File: config.mk
export PLATFORM = sky130hd
export DESIGN_NAME = afu_top
export DESIGN_NICKNAME = d
export VERILOG_FILES = /design/src/design/afu_pkg.sv /design/src/design/afu_ctrl.sv /design/src/design/afu_run_seq.sv /design/src/design/afu_top.sv /design/src/design/fill_engine.sv /design/src/design/write_tracker.sv
export SDC_FILE = /design/constraint.sdc
export NUM_CORES = 1
export LEC_CHECK = 0
export ABC_AREA = 1
export BUFFER_PORTS_ARGS = -buffer_cell sky130_fd_sc_hd__clkbuf_2
export CAP_MARGIN = 0
export CORE_MARGIN = 2
export CORE_UTILIZATION = 60
export DETAILED_ROUTE_END_ITERATION = 12
export PLACE_DENSITY = 0.9
export SYNTH_ARGS = -nofsm -noshare
export SYNTH_HDL_FRONTEND = slang
export SYNTH_SLANG_ARGS = --single-unit
File: constraint.sdc
create_clock -name clk -period 10.1 [get_ports clk]
set_input_delay 1.01 -clock clk [delete_from_list [all_inputs] [get_ports clk]]
set_output_delay 1.01 -clock clk [all_outputs]
set_load 0.02 [all_outputs]
File: src/design/afu_pkg.sv
/*
 * Shared constants for the accelerator wrapper: control bus widths,
 * control register offsets, DCR addresses and the AXI response code.
 * Imported by the RTL and by the testbench.
 */
`default_nettype none

package afu_pkg;

	localparam int CTRL_ADDR_W = 8;
	localparam int CTRL_DATA_W = 32;
	localparam int DCR_ADDR_W  = 12;
	localparam int DCR_DATA_W  = 32;

	// control register map
	localparam logic [CTRL_ADDR_W-1:0] REG_CTRL     = 8'h00;
	localparam logic [CTRL_ADDR_W-1:0] REG_GIE      = 8'h04;
	localparam logic [CTRL_ADDR_W-1:0] REG_IER      = 8'h08;
	localparam logic [CTRL_ADDR_W-1:0] REG_ISR      = 8'h0C;
	localparam logic [CTRL_ADDR_W-1:0] REG_DCR_ADDR = 8'h10;
	localparam logic [CTRL_ADDR_W-1:0] REG_DCR_DATA = 8'h14;

	// REG_CTRL bits, write side and read side
	localparam int CTRL_START_BIT = 0;
	localparam int CTRL_SRST_BIT  = 1;
	localparam int CTRL_DONE_BIT  = 1;
	localparam int CTRL_IDLE_BIT  = 2;

	// device configuration registers of the fill core
	localparam logic [DCR_ADDR_W-1:0] DCR_BASE  = 12'h001;
	localparam logic [DCR_ADDR_W-1:0] DCR_COUNT = 12'h002;
	localparam logic [DCR_ADDR_W-1:0] DCR_SEED  = 12'h003;

	localparam logic [1:0] RESP_OKAY = 2'b00;

endpackage

`default_nettype wire

File: src/design/afu_ctrl.sv
/*
 * AXI4-Lite control slave. Holds the interrupt registers and the DCR
 * address/data pair, turns CTRL writes into start and soft reset pulses
 * and reports done/idle back to the host.
 */
`timescale 1ns/1ps
`default_nettype none

module afu_ctrl (
	input  wire                             clk,
	input  wire                             reset,

	input  wire                             s_axi_awvalid,
	input  wire [afu_pkg::CTRL_ADDR_W-1:0]  s_axi_awaddr,
	input  wire                             s_axi_wvalid,
	input  wire [afu_pkg::CTRL_DATA_W-1:0]  s_axi_wdata,
	input  wire [afu_pkg::CTRL_DATA_W/8-1:0] s_axi_wstrb,
	input  wire                             s_axi_arvalid,
	input  wire [afu_pkg::CTRL_ADDR_W-1:0]  s_axi_araddr,
	input  wire                             s_axi_bready,
	input  wire                             s_axi_rready,
	output logic                            s_axi_awready,
	output logic                            s_axi_wready,
	output logic                            s_axi_arready,
	output logic                            s_axi_rvalid,
	output logic [afu_pkg::CTRL_DATA_W-1:0] s_axi_rdata,
	output logic [1:0]                      s_axi_rresp,
	output logic                            s_axi_bvalid,
	output logic [1:0]                      s_axi_bresp,

	input  wire                             ap_done,
	input  wire                             ap_idle,
	output logic                            ap_start,
	output logic                            ap_reset,
	output logic                            interrupt,

	output logic                            dcr_wr_valid,
	output logic [afu_pkg::DCR_ADDR_W-1:0]  dcr_wr_addr,
	output logic [afu_pkg::DCR_DATA_W-1:0]  dcr_wr_data
);
	import afu_pkg::*;

	logic                   wr_fire;
	logic                   rd_fire;
	logic [CTRL_DATA_W-1:0] wmask;
	logic [CTRL_DATA_W-1:0] rd_value;
	logic                   gie;
	logic                   ier;
	logic                   isr;
	logic                   armed;
	logic                   done_q;
	logic                   done_rise;

	// write address and data are taken together, one transaction at a time
	assign wr_fire       = s_axi_awvalid && s_axi_wvalid && !s_axi_bvalid;
	assign s_axi_awready = wr_fire;
	assign s_axi_wready  = wr_fire;
	assign s_axi_bresp   = RESP_OKAY;

	assign s_axi_arready = !s_axi_rvalid;
	assign rd_fire       = s_axi_arvalid && s_axi_arready;
	assign s_axi_rresp   = RESP_OKAY;

	always_comb begin
		for (int i = 0; i < CTRL_DATA_W/8; i++) begin
			wmask[i*8 +: 8] = {8{s_axi_wstrb[i]}};
		end
	end

	always_ff @(posedge clk) begin
		if (reset) begin
			s_axi_bvalid <= 1'b0;
			s_axi_rvalid <= 1'b0;
		end else begin
			if (wr_fire) begin
				s_axi_bvalid <= 1'b1;
			end else if (s_axi_bready) begin
				s_axi_bvalid <= 1'b0;
			end
			if (rd_fire) begin
				s_axi_rvalid <= 1'b1;
			end else if (s_axi_rready) begin
				s_axi_rvalid <= 1'b0;
			end
		end
	end

	always_ff @(posedge clk) begin
		if (reset) begin
			ap_start     <= 1'b0;
			ap_reset     <= 1'b0;
			dcr_wr_valid <= 1'b0;
		end else begin
			ap_start <= wr_fire && (s_axi_awaddr == REG_CTRL) && s_axi_wstrb[0]
				&& s_axi_wdata[CTRL_START_BIT];
			ap_reset <= wr_fire && (s_axi_awaddr == REG_CTRL) && s_axi_wstrb[0]
				&& s_axi_wdata[CTRL_SRST_BIT];
			dcr_wr_valid <= wr_fire && (s_axi_awaddr == REG_DCR_DATA);
		end
	end

	// DCR pair, byte lanes merged under wstrb
	always_ff @(posedge clk) begin
		if (wr_fire && (s_axi_awaddr == REG_DCR_ADDR)) begin
			dcr_wr_addr <= DCR_ADDR_W'((CTRL_DATA_W'(dcr_wr_addr) & ~wmask)
				| (s_axi_wdata & wmask));
		end
		if (wr_fire && (s_axi_awaddr == REG_DCR_DATA)) begin
			dcr_wr_data <= DCR_DATA_W'((CTRL_DATA_W'(dcr_wr_data) & ~wmask)
				| (s_axi_wdata & wmask));
		end
	end

	// done only counts once per start
	assign done_rise = armed && ap_done && !done_q;

	always_ff @(posedge clk) begin
		if (reset) begin
			gie    <= 1'b0;
			ier    <= 1'b0;
			isr    <= 1'b0;
			armed  <= 1'b0;
			done_q <= 1'b0;
		end else begin
			done_q <= ap_done;
			if (wr_fire && (s_axi_awaddr == REG_GIE) && s_axi_wstrb[0]) begin
				gie <= s_axi_wdata[0];
			end
			if (wr_fire && (s_axi_awaddr == REG_IER) && s_axi_wstrb[0]) begin
				ier <= s_axi_wdata[0];
			end
			if (done_rise) begin
				isr <= 1'b1;
			end else if (wr_fire && (s_axi_awaddr == REG_ISR) && s_axi_wstrb[0]
				&& s_axi_wdata[0]) begin
				isr <= 1'b0;
			end
			if (ap_reset || done_rise) begin
				armed <= 1'b0;
			end else if (ap_start) begin
				armed <= 1'b1;
			end
		end
	end

	assign interrupt = gie && ier && isr;

	always_comb begin
		rd_value = '0;
		case (s_axi_araddr)
		REG_CTRL: begin
			rd_value[CTRL_DONE_BIT] = ap_done;
			rd_value[CTRL_IDLE_BIT] = ap_idle;
		end
		REG_GIE:      rd_value = CTRL_DATA_W'(gie);
		REG_IER:      rd_value = CTRL_DATA_W'(ier);
		REG_ISR:      rd_value = CTRL_DATA_W'(isr);
		REG_DCR_ADDR: rd_value = CTRL_DATA_W'(dcr_wr_addr);
		REG_DCR_DATA: rd_value = CTRL_DATA_W'(dcr_wr_data);
		default:      rd_value = '0;
		endcase
	end

	always_ff @(posedge clk) begin
		if (rd_fire) begin
			s_axi_rdata <= rd_value;
		end
	end

endmodule

`default_nettype wire

File: src/design/afu_run_seq.sv
/*
 * Run sequencer. Holds the core in reset for RESET_DELAY cycles after a
 * start, then waits for the core to go busy and idle again. Done is
 * reported once no memory writes are pending.
 */
`timescale 1ns/1ps
`default_nettype none

module afu_run_seq #(
	parameter int RESET_DELAY = 8
) (
	input  wire  clk,
	input  wire  reset,
	input  wire  ap_start,
	input  wire  ap_reset,
	input  wire  busy,
	input  wire  pending_zero,
	output logic core_reset,
	output logic ap_done
);
	localparam int CTR_W = $clog2(RESET_DELAY + 1);

	typedef enum logic {
		S_IDLE,
		S_RUN
	} state_t;

	state_t           state;
	logic [CTR_W-1:0] delay_ctr;
	logic             busy_wait;

	always_ff @(posedge clk) begin
		if (reset || ap_reset) begin
			state      <= S_IDLE;
			core_reset <= 1'b1;
			delay_ctr  <= '0;
			busy_wait  <= 1'b0;
		end else begin
			case (state)
			S_IDLE: begin
				if (ap_start) begin
					state      <= S_RUN;
					core_reset <= 1'b1;
					delay_ctr  <= CTR_W'(RESET_DELAY - 1);
				end
			end
			S_RUN: begin
				if (core_reset) begin
					if (delay_ctr == '0) begin
						core_reset <= 1'b0;
						busy_wait  <= 1'b1;
					end else begin
						delay_ctr <= delay_ctr - 1'b1;
					end
				end else if (busy_wait) begin
					// core has not started yet
					if (busy) begin
						busy_wait <= 1'b0;
					end
				end else if (!busy) begin
					state <= S_IDLE;
				end
			end
			default: state <= S_IDLE;
			endcase
		end
	end

	assign ap_done = (state == S_IDLE) && pending_zero;

endmodule

`default_nettype wire

File: src/design/afu_top.sv
/*
 * Accelerator top level. Connects the AXI4-Lite control slave, the run
 * sequencer, the write tracker and the fill core; all parameters are
 * set here and passed down.
 */
`timescale 1ns/1ps
`default_nettype none

module afu_top #(
	parameter int NUM_BANKS   = 2,
	parameter int MEM_ADDR_W  = 25,
	parameter int MEM_DATA_W  = 32,
	parameter int RESET_DELAY = 8,
	parameter int PENDING_W   = 12,
	parameter int MEM_OFFSET  = 'h100
) (
	input  wire                             clk,
	input  wire                             reset,

	input  wire                             s_axi_ctrl_awvalid,
	output logic                            s_axi_ctrl_awready,
	input  wire [afu_pkg::CTRL_ADDR_W-1:0]  s_axi_ctrl_awaddr,
	input  wire                             s_axi_ctrl_wvalid,
	output logic                            s_axi_ctrl_wready,
	input  wire [afu_pkg::CTRL_DATA_W-1:0]  s_axi_ctrl_wdata,
	input  wire [afu_pkg::CTRL_DATA_W/8-1:0] s_axi_ctrl_wstrb,
	input  wire                             s_axi_ctrl_arvalid,
	output logic                            s_axi_ctrl_arready,
	input  wire [afu_pkg::CTRL_ADDR_W-1:0]  s_axi_ctrl_araddr,
	output logic                            s_axi_ctrl_rvalid,
	input  wire                             s_axi_ctrl_rready,
	output logic [afu_pkg::CTRL_DATA_W-1:0] s_axi_ctrl_rdata,
	output logic [1:0]                      s_axi_ctrl_rresp,
	output logic                            s_axi_ctrl_bvalid,
	input  wire                             s_axi_ctrl_bready,
	output logic [1:0]                      s_axi_ctrl_bresp,

	output logic [NUM_BANKS-1:0]            mem_req_valid,
	input  wire [NUM_BANKS-1:0]             mem_req_ready,
	output logic [NUM_BANKS*MEM_ADDR_W-1:0] mem_req_addr,
	output logic [NUM_BANKS*MEM_DATA_W-1:0] mem_req_data,
	input  wire [NUM_BANKS-1:0]             mem_rsp_valid,

	output logic                            interrupt
);
	import afu_pkg::*;

	logic                  ap_start;
	logic                  ap_reset;
	logic                  ap_done;
	logic                  core_reset;
	logic                  busy;
	logic                  pending_zero;
	logic                  dcr_wr_valid;
	logic [DCR_ADDR_W-1:0] dcr_wr_addr;
	logic [DCR_DATA_W-1:0] dcr_wr_data;

	afu_ctrl u_ctrl (
		.clk           (clk),
		.reset         (reset),
		.s_axi_awvalid (s_axi_ctrl_awvalid),
		.s_axi_awaddr  (s_axi_ctrl_awaddr),
		.s_axi_wvalid  (s_axi_ctrl_wvalid),
		.s_axi_wdata   (s_axi_ctrl_wdata),
		.s_axi_wstrb   (s_axi_ctrl_wstrb),
		.s_axi_arvalid (s_axi_ctrl_arvalid),
		.s_axi_araddr  (s_axi_ctrl_araddr),
		.s_axi_bready  (s_axi_ctrl_bready),
		.s_axi_rready  (s_axi_ctrl_rready),
		.s_axi_awready (s_axi_ctrl_awready),
		.s_axi_wready  (s_axi_ctrl_wready),
		.s_axi_arready (s_axi_ctrl_arready),
		.s_axi_rvalid  (s_axi_ctrl_rvalid),
		.s_axi_rdata   (s_axi_ctrl_rdata),
		.s_axi_rresp   (s_axi_ctrl_rresp),
		.s_axi_bvalid  (s_axi_ctrl_bvalid),
		.s_axi_bresp   (s_axi_ctrl_bresp),
		.ap_done       (ap_done),
		// core held in reset means the unit is idle
		.ap_idle       (core_reset),
		.ap_start      (ap_start),
		.ap_reset      (ap_reset),
		.interrupt     (interrupt),
		.dcr_wr_valid  (dcr_wr_valid),
		.dcr_wr_addr   (dcr_wr_addr),
		.dcr_wr_data   (dcr_wr_data)
	);

	afu_run_seq #(
		.RESET_DELAY (RESET_DELAY)
	) u_run_seq (
		.clk          (clk),
		.reset        (reset),
		.ap_start     (ap_start),
		.ap_reset     (ap_reset),
		.busy         (busy),
		.pending_zero (pending_zero),
		.core_reset   (core_reset),
		.ap_done      (ap_done)
	);

	write_tracker #(
		.NUM_BANKS (NUM_BANKS),
		.PENDING_W (PENDING_W)
	) u_tracker (
		.clk          (clk),
		.reset        (reset),
		.req_valid    (mem_req_valid),
		.req_ready    (mem_req_ready),
		.rsp_fire     (mem_rsp_valid),
		.pending_zero (pending_zero)
	);

	fill_engine #(
		.NUM_BANKS  (NUM_BANKS),
		.MEM_ADDR_W (MEM_ADDR_W),
		.MEM_DATA_W (MEM_DATA_W),
		.MEM_OFFSET (MEM_OFFSET)
	) u_core (
		.clk           (clk),
		.core_reset    (core_reset),
		.dcr_wr_valid  (dcr_wr_valid),
		.dcr_wr_addr   (dcr_wr_addr),
		.dcr_wr_data   (dcr_wr_data),
		.mem_req_ready (mem_req_ready),
		.mem_req_valid (mem_req_valid),
		.mem_req_addr  (mem_req_addr),
		.mem_req_data  (mem_req_data),
		.busy          (busy)
	);

endmodule

`default_nettype wire

File: src/design/fill_engine.sv
/*
 * Fill core. Writes SEED + i for words 0 to COUNT-1, interleaved over the
 * banks word by word, each bank through a one-entry request slot.
 * The DCRs are written at any time and survive core_reset.
 */
`timescale 1ns/1ps
`default_nettype none

module fill_engine #(
	parameter int NUM_BANKS  = 2,
	parameter int MEM_ADDR_W = 25,
	parameter int MEM_DATA_W = 32,
	parameter int MEM_OFFSET = 'h100
) (
	input  wire                            clk,
	input  wire                            core_reset,
	input  wire                            dcr_wr_valid,
	input  wire [afu_pkg::DCR_ADDR_W-1:0]  dcr_wr_addr,
	input  wire [afu_pkg::DCR_DATA_W-1:0]  dcr_wr_data,
	input  wire [NUM_BANKS-1:0]            mem_req_ready,
	output logic [NUM_BANKS-1:0]           mem_req_valid,
	output logic [NUM_BANKS*MEM_ADDR_W-1:0] mem_req_addr,
	output logic [NUM_BANKS*MEM_DATA_W-1:0] mem_req_data,
	output logic                           busy
);
	import afu_pkg::*;

	localparam int BANK_W = (NUM_BANKS > 1) ? $clog2(NUM_BANKS) : 1;

	logic [DCR_DATA_W-1:0] dcr_base;
	logic [DCR_DATA_W-1:0] dcr_count;
	logic [DCR_DATA_W-1:0] dcr_seed;
	logic                  go;
	logic [DCR_DATA_W-1:0] word_idx;
	logic [DCR_DATA_W-1:0] line_idx;
	logic [BANK_W-1:0]     bank_sel;
	logic [NUM_BANKS-1:0]  req_fire;
	logic [NUM_BANKS-1:0]  load;
	logic                  words_left;
	logic                  issue;
	logic                  slots_drain;
	logic [MEM_ADDR_W-1:0] next_addr;
	logic [MEM_DATA_W-1:0] next_data;

	always_ff @(posedge clk) begin
		if (dcr_wr_valid) begin
			case (dcr_wr_addr)
			DCR_BASE:  dcr_base  <= dcr_wr_data;
			DCR_COUNT: dcr_count <= dcr_wr_data;
			DCR_SEED:  dcr_seed  <= dcr_wr_data;
			default:   ;
			endcase
		end
	end

	assign req_fire   = mem_req_valid & mem_req_ready;
	assign words_left = (word_idx != dcr_count);

	// a slot can be refilled in the cycle its request is taken
	assign issue = busy && words_left
		&& (!mem_req_valid[bank_sel] || mem_req_ready[bank_sel]);
	assign slots_drain = ((mem_req_valid & ~mem_req_ready) == '0);

	assign next_addr = MEM_ADDR_W'(MEM_OFFSET) + MEM_ADDR_W'(dcr_base)
		+ MEM_ADDR_W'(line_idx << 2);
	assign next_data = MEM_DATA_W'(dcr_seed + word_idx);

	always_comb begin
		load           = '0;
		load[bank_sel] = issue;
	end

	always_ff @(posedge clk) begin
		if (core_reset) begin
			go       <= 1'b1;
			busy     <= 1'b0;
			word_idx <= '0;
			line_idx <= '0;
			bank_sel <= '0;
		end else begin
			if (go) begin
				go   <= 1'b0;
				busy <= 1'b1;
			end else if (busy && !words_left && slots_drain) begin
				busy <= 1'b0;
			end
			if (issue) begin
				word_idx <= word_idx + 1'b1;
				if (bank_sel == BANK_W'(NUM_BANKS - 1)) begin
					bank_sel <= '0;
					line_idx <= line_idx + 1'b1;
				end else begin
					bank_sel <= bank_sel + 1'b1;
				end
			end
		end
	end

	always_ff @(posedge clk) begin
		if (core_reset) begin
			mem_req_valid <= '0;
		end else begin
			mem_req_valid <= (mem_req_valid & ~req_fire) | load;
		end
	end

	always_ff @(posedge clk) begin
		for (int b = 0; b < NUM_BANKS; b++) begin
			if (load[b]) begin
				mem_req_addr[b*MEM_ADDR_W +: MEM_ADDR_W] <= next_addr;
				mem_req_data[b*MEM_DATA_W +: MEM_DATA_W] <= next_data;
			end
		end
	end

endmodule

`default_nettype wire

File: src/design/write_tracker.sv
/*
 * Outstanding write counter over all memory banks. Each cycle adds the
 * number of accepted requests and subtracts the number of responses.
 */
`timescale 1ns/1ps
`default_nettype none

module write_tracker #(
	parameter int NUM_BANKS = 2,
	parameter int PENDING_W = 12
) (
	input  wire                 clk,
	input  wire                 reset,
	input  wire [NUM_BANKS-1:0] req_valid,
	input  wire [NUM_BANKS-1:0] req_ready,
	input  wire [NUM_BANKS-1:0] rsp_fire,
	output logic                pending_zero
);
	localparam int CNT_W = $clog2(NUM_BANKS + 1);

	logic [NUM_BANKS-1:0] req_fire;
	logic [CNT_W-1:0]     req_cnt;
	logic [CNT_W-1:0]     rsp_cnt;
	logic [PENDING_W-1:0] pending;

	function automatic logic [CNT_W-1:0] popcount(input logic [NUM_BANKS-1:0] v);
		logic [CNT_W-1:0] n;
		n = '0;
		for (int i = 0; i < NUM_BANKS; i++) begin
			n = n + CNT_W'(v[i]);
		end
		return n;
	endfunction

	assign req_fire = req_valid & req_ready;
	assign req_cnt  = popcount(req_fire);
	assign rsp_cnt  = popcount(rsp_fire);

	always_ff @(posedge clk) begin
		if (reset) begin
			pending <= '0;
		end else begin
			pending <= pending + PENDING_W'(req_cnt) - PENDING_W'(rsp_cnt);
		end
	end

	assign pending_zero = (pending == '0);

endmodule

`default_nettype wire

# [Word-level counts from Yosys, hierarchy flattened]
# Index checks and enable logic that the tools add are counted.
[totals] regBits=377 inputBits=63 out_inout_bits=158 elab_cells=162
[classes] add_sub_neg=11 magnitude_cmp=2 eq_ne=18 n_mux=36 n_bitwise=14 reduce_logical=50
[ops] cell="$add 32x1->32 const B" count=2
[ops] cell="$and 32x32->32" count=2
[ops] cell="$pmux 29 s2" count=1
[ops] cell="$add 32x32->32" count=1
[ops] cell="$eq 8x4->1 const B" count=4
[ops] cell="$eq 8x5->1 const B" count=4
[ops] cell="$ne 32x32->1" count=1
[ops] cell="$not 32->32" count=1
[ops] cell="$or 32x32->32" count=1
[ops] cell="$logic_and 1x1->1" count=26
[ops] cell="$mux 1" count=26
[ops] cell="$add 25x25->25" count=1
[ops] cell="$add 9x25->25 const A" count=1
[ops] cell="$eq 12x2->1 const B" count=2
[ops] cell="$eq 8x3->1 const B" count=2
[ops] cell="$logic_not 8->1" count=2
[ops] cell="$add 12x2->12" count=1
[ops] cell="$and 12x12->12" count=1
[ops] cell="$eq 12x1->1 const B" count=1
[ops] cell="$logic_not 12->1" count=1
[ops] cell="$mux 4" count=3
[ops] cell="$or 12x12->12" count=1
[ops] cell="$sub 12x2->12" count=1
[ops] cell="$reduce_and 2->1" count=5
[ops] cell="23 further kinds" count=40

# [Longest topological paths before layout]
[depth] ltp_word=7 depth_mapped=15 ltp_nobuf=15

# [Hierarchy]
# A second synthesis with hierarchy kept.
[unflattened] cells_unflattened=1877 hier_area_um2=18217.5
[modules_own_cells] module="fill_engine" instances=1 cells_per_inst=1403 area_per_inst_um2=13469.2 seq_area_each_um2=7297.0
[modules_own_cells] module="afu_ctrl" instances=1 cells_per_inst=266 area_per_inst_um2=3340.7 seq_area_each_um2=2482.4
[modules_own_cells] module="write_tracker" instances=1 cells_per_inst=152 area_per_inst_um2=1019.7 seq_area_each_um2=240.2
[modules_own_cells] module="afu_run_seq" instances=1 cells_per_inst=56 area_per_inst_um2=387.9 seq_area_each_um2=140.1

# [Least setup slack after synthesis]
# OpenSTA, ideal clock, no wires.
[synth_timing] path_kind="register to register" startpoint="register (tool-made name)" endpoint="register u_core.dcr_count[0] (enable)" setup_ns=0.502 arrival_time_ns=3.910 t_required_ns=9.598 slack_ns=5.689 stages_incl_launch_ff=6 n_path_buf=0 synth_period_minus_slack_ns=4.411 cell_sequence="edfxtp_1 > nor4_1 > inv_1 > nor2_1 > nand2_1 > nor4_1"
[synth_lines] element="end signal: assignment" line_no="fill_engine.sv:49" source="DCR_COUNT: dcr_count <= dcr_wr_data;"
[synth_lines] element="end: declaration" line_no="fill_engine.sv:31" source="logic [DCR_DATA_W-1:0] dcr_count;"

# [Worst setup path in the final report]
[layout_timing] startpoint="register u_core.bank_sel" endpoint="register u_core.mem_req_data[30] (enable)"
[layout_via] elab_chain_len=6 word_cells_on_any_way=13 classes_between="2 x order compare; 6 x mux; 1 x bitwise; 4 x reduce/logical"
[layout_rtl] element="start: declaration" line_no="fill_engine.sv:36" source="logic [BANK_W-1:0] bank_sel;"
[layout_rtl] element="start signal: assignment" line_no="fill_engine.sv:93" source="bank_sel <= bank_sel + 1'b1;"
[layout_rtl] element="parallel branches: the longest is 5 deep, another holds $lt 1x2->1"
[layout_rtl] element="$and 2x2->2 (no source line) *"
[layout_rtl] element="via u_core.load[0]" line_no="fill_engine.sv:38" source="logic [NUM_BANKS-1:0] load;"
[layout_rtl] element="end signal: indexed assignment" line_no="fill_engine.sv:111" source="mem_req_data[b*MEM_DATA_W +: MEM_DATA_W] <= next_data;"
[layout_rtl] element="end: declaration" line_no="fill_engine.sv:23" source="output logic [NUM_BANKS*MEM_DATA_W-1:0] mem_req_data,"
# Mark *: on every way through the listed nets, which the timed path passes. The select of a mux whose other input is x is not followed.
# A chain may end at the register's enable or synchronous reset.

==> impl_metrics.py <==
metrics = {
    "outcome": {
        "status": "completed",
    },
    "cells_and_area": {
        "n_antenna_cell": 0,
        "final_common_cell": "nand2_1",
        "fill_cells": 2162,
        "final_cells": 2562,
        "drive_gt1_share_pct": 13.9,
        "multi_input_area_um2": 7020,
        "regArea_um2": 10200,
        "final_util_pct": 70.5,
        "layout.nets": 2304,
        "synthToLayoutAreaGrowth_pct": 15.3,
        "final_area_um2": 20900,
        "final_cell_mix": "nand2_1 (442), edfxtp_1 (279), nor2_1 (220)",
    },
    "sta": {
        "setup_tns_ps": 0,
        "fin_skew_ps": 27.6,
        "hold_viol": 0,
        "setup_viol": 0,
        "fin_ws_ps": 6530,
        "tightest_slew_ps": 1290,
        "relSlewSlack_pct": 14.0,
        "fmax_mhz": 280,
        "period_minus_slack_ps": 3570,
        "hold_slack_ps": 430,
        "rsz0062_at_grt": "no",
        "period_share_pct": 35.4,
        "slew_violations": 0,
    },
    "power": {
        "powerDensity_nw_per_um2": 163,
        "power_mw": 3.42,
        "ir_drop_uv": 195,
        "leakagePower_nw": 8.58,
    },
    "routing": {
        "drcViolationCount": 0,
        "wl_um": 46700,
        "dr.pass1.iters": 6,
        "wl_per_cell_um": 18.2,
        "vias_per_cell": 5.71,
        "first_iter_violations": 1565,
        "num_vias": 14639,
        "antenna_left": 0,
    },
    "min_path": {
        "min_path_type": "reg2reg",
    },
    "clock_network": {
        "cts-root-buf": "clkbuf_16",
        "cts.hold.buffers_added": 0,
        "tritoncts": "built",
        "cts_setup_buffers": 0,
        "cts.htree.levels": 2,
        "cts-resized-gates": 0,
        "clock_path_buffers": 3,
        "cts_buffers": 38,
        "clock_latency_ps": 550,
        "cts_sinks": 368,
        "cts.clk_slew.worst_paths_ps": 60,
    },
    "worst_setup_path": {
        "max_stage_delay_ps": 700,
        "crit_family": "buffers and inverters",
        "crit_path_max_fanout": 63,
        "start_kind": "flop",
        "critical_path_arrival_ps": 3730,
        "cp-end-kind": "flop",
        "crit_chain": "o21ai_1 > a31oi_4 > buf_4 > nand2_4 > inv_2 > nand2_1 > inv_2 > buf_4",
        "crit_slowest_cell": "dfxtp_1",
        "crit_buf_inv": 4,
        "cp.required_ps": 10260,
        "critPathKind": "reg2reg",
    },
    "placed_design": {
        "place_inst": 2493,
        "gp_congestion": 0.999,
        "dp_slack_ps": 6200,
        "hpwlAfterDp_um": 34500,
        "port_buffers": 216,
        "postPlaceCellArea_um2": 19600,
    },
    "floorplan": {
        "core_area_um2": 29700,
        "initial_utilization_pct": 61.1,
        "rows": 63,
        "die_area_um2": 31700,
        "dieWidth_um": 178,
        "io-pin-count": 221,
        "die_y_um": 178,
    },
    "global_route": {
        "antenna_found_initial": 0,
        "track_usage_pct": 29.7,
        "grt_remaining_overflow": 0,
        "grt_pass1_vias": 13931,
        "grt_max_degree": 64,
        "grt_pass1_wl_um": 73100,
    },
    "synth": {
        "synth-async-reset-ratio_pct": 0,
        "synth.ff_latch_count": 368,
        "yosysUniqueCellTypes": 47,
        "ys.flop_type": "edfxtp_1",
        "avgSynthCellArea_um2": 9.48,
        "syn_area_um2": 18200,
        "synth-edff-count": 279,
        "syn_inst": 1915,
        "ys_seq_area_share_pct": 56.0,
        "ys_warn_count": 0,
    },
    "job": {
        "drv_cap": 0,
    },
}
==> tightest hold or removal path: stages (launching register included) <==
cell	delay, ps
dfxtp_1	300
inv_1	40
a21oi_1	50
==> routing by layer <==
metal  wire length (um)  up-vias  track usage (%)  part of all wire, %
met2              21400      799             48.1                   46
met5                  0        -                0                    0
met4               1120        0             8.33                  2.4
met3               4680       89             5.40                   10
li1                   -     6925                -                    -
met1              19500     6826             41.2                   42
==> power by group <==
part,internal (mW),switching [mW],total (mW)
Combinational,0.107,0.190,0.298
Sequential,1.64,0.0152,1.65
Clock,0.882,0.583,1.46
Total,2.63,0.788,3.42
==> area by class of cell <==
type                    count  share of cell area (%)
well taps                 390                    2.33
clock buffers              47                    4.90
flip-flops and latches    368                    48.5
clock inverters            22                    1.40
inverters                 212                    3.80
repair buffers            225                    5.49
multi-input cells        1298                    33.6
==> synthesized netlist by cell type (2+ instances only) <==
cell / n / area, um^2
dfxtp_1: 89 / 1780
a21o_1: 6 / 45.0
nor2_1: 221 / 830
edfxtp_1: 279 / 8380
buf_2: 14 / 70.1
nand4_1: 37 / 231
o21a_1: 5 / 37.5
fa_1: 5 / 100
nor2_2: 2 / 12.5
xor2_1: 48 / 420
nor3b_1: 2 / 15.0
ha_1: 93 / 1160
nand3_1: 124 / 621
a31oi_1: 3 / 18.8
a21oi_1: 119 / 596
nand3_2: 2 / 20.0
o211ai_1: 3 / 22.5
nor4_1: 8 / 50.1
nand2_1: 442 / 1660
a211oi_1: 4 / 30.0
inv_1: 209 / 785
nor3_1: 38 / 190
inv_2: 3 / 11.3
or2_2: 2 / 12.5
clkbuf_1: 15 / 56.3
a311oi_1: 2 / 17.5
a21boi_0: 5 / 37.5
o21bai_1: 8 / 60.1
buf_4: 9 / 67.6
o21ai_1: 4 / 20.0
nand3b_1: 13 / 97.6
o21ai_0: 50 / 250
xnor2_1: 37 / 324
==> worst paths after layout <==
path                                   to            start  slack, ps  cells past startpoint
setup reg to reg  u_core.mem_req_data[30]  u_core.bank_sel       6530                      8
hold / removal                u_core.busy        u_core.go        430                      2
hold reg to reg               u_core.busy        u_core.go        430                      2
setup / recovery  u_core.mem_req_data[30]  u_core.bank_sel       6530                      8
==> cells by family after synthesis <==
family          Yosys count  synth area share (%)
xor+xnor                 85                  4.10
flops                   368                  56.0
simple gates            895                  20.8
buf+inv                 252                  5.50
fa+ha+maj                98                  6.96
other cells               1                0.0207
compound gates          216                  6.65
(Power assumes the default switching activity.)
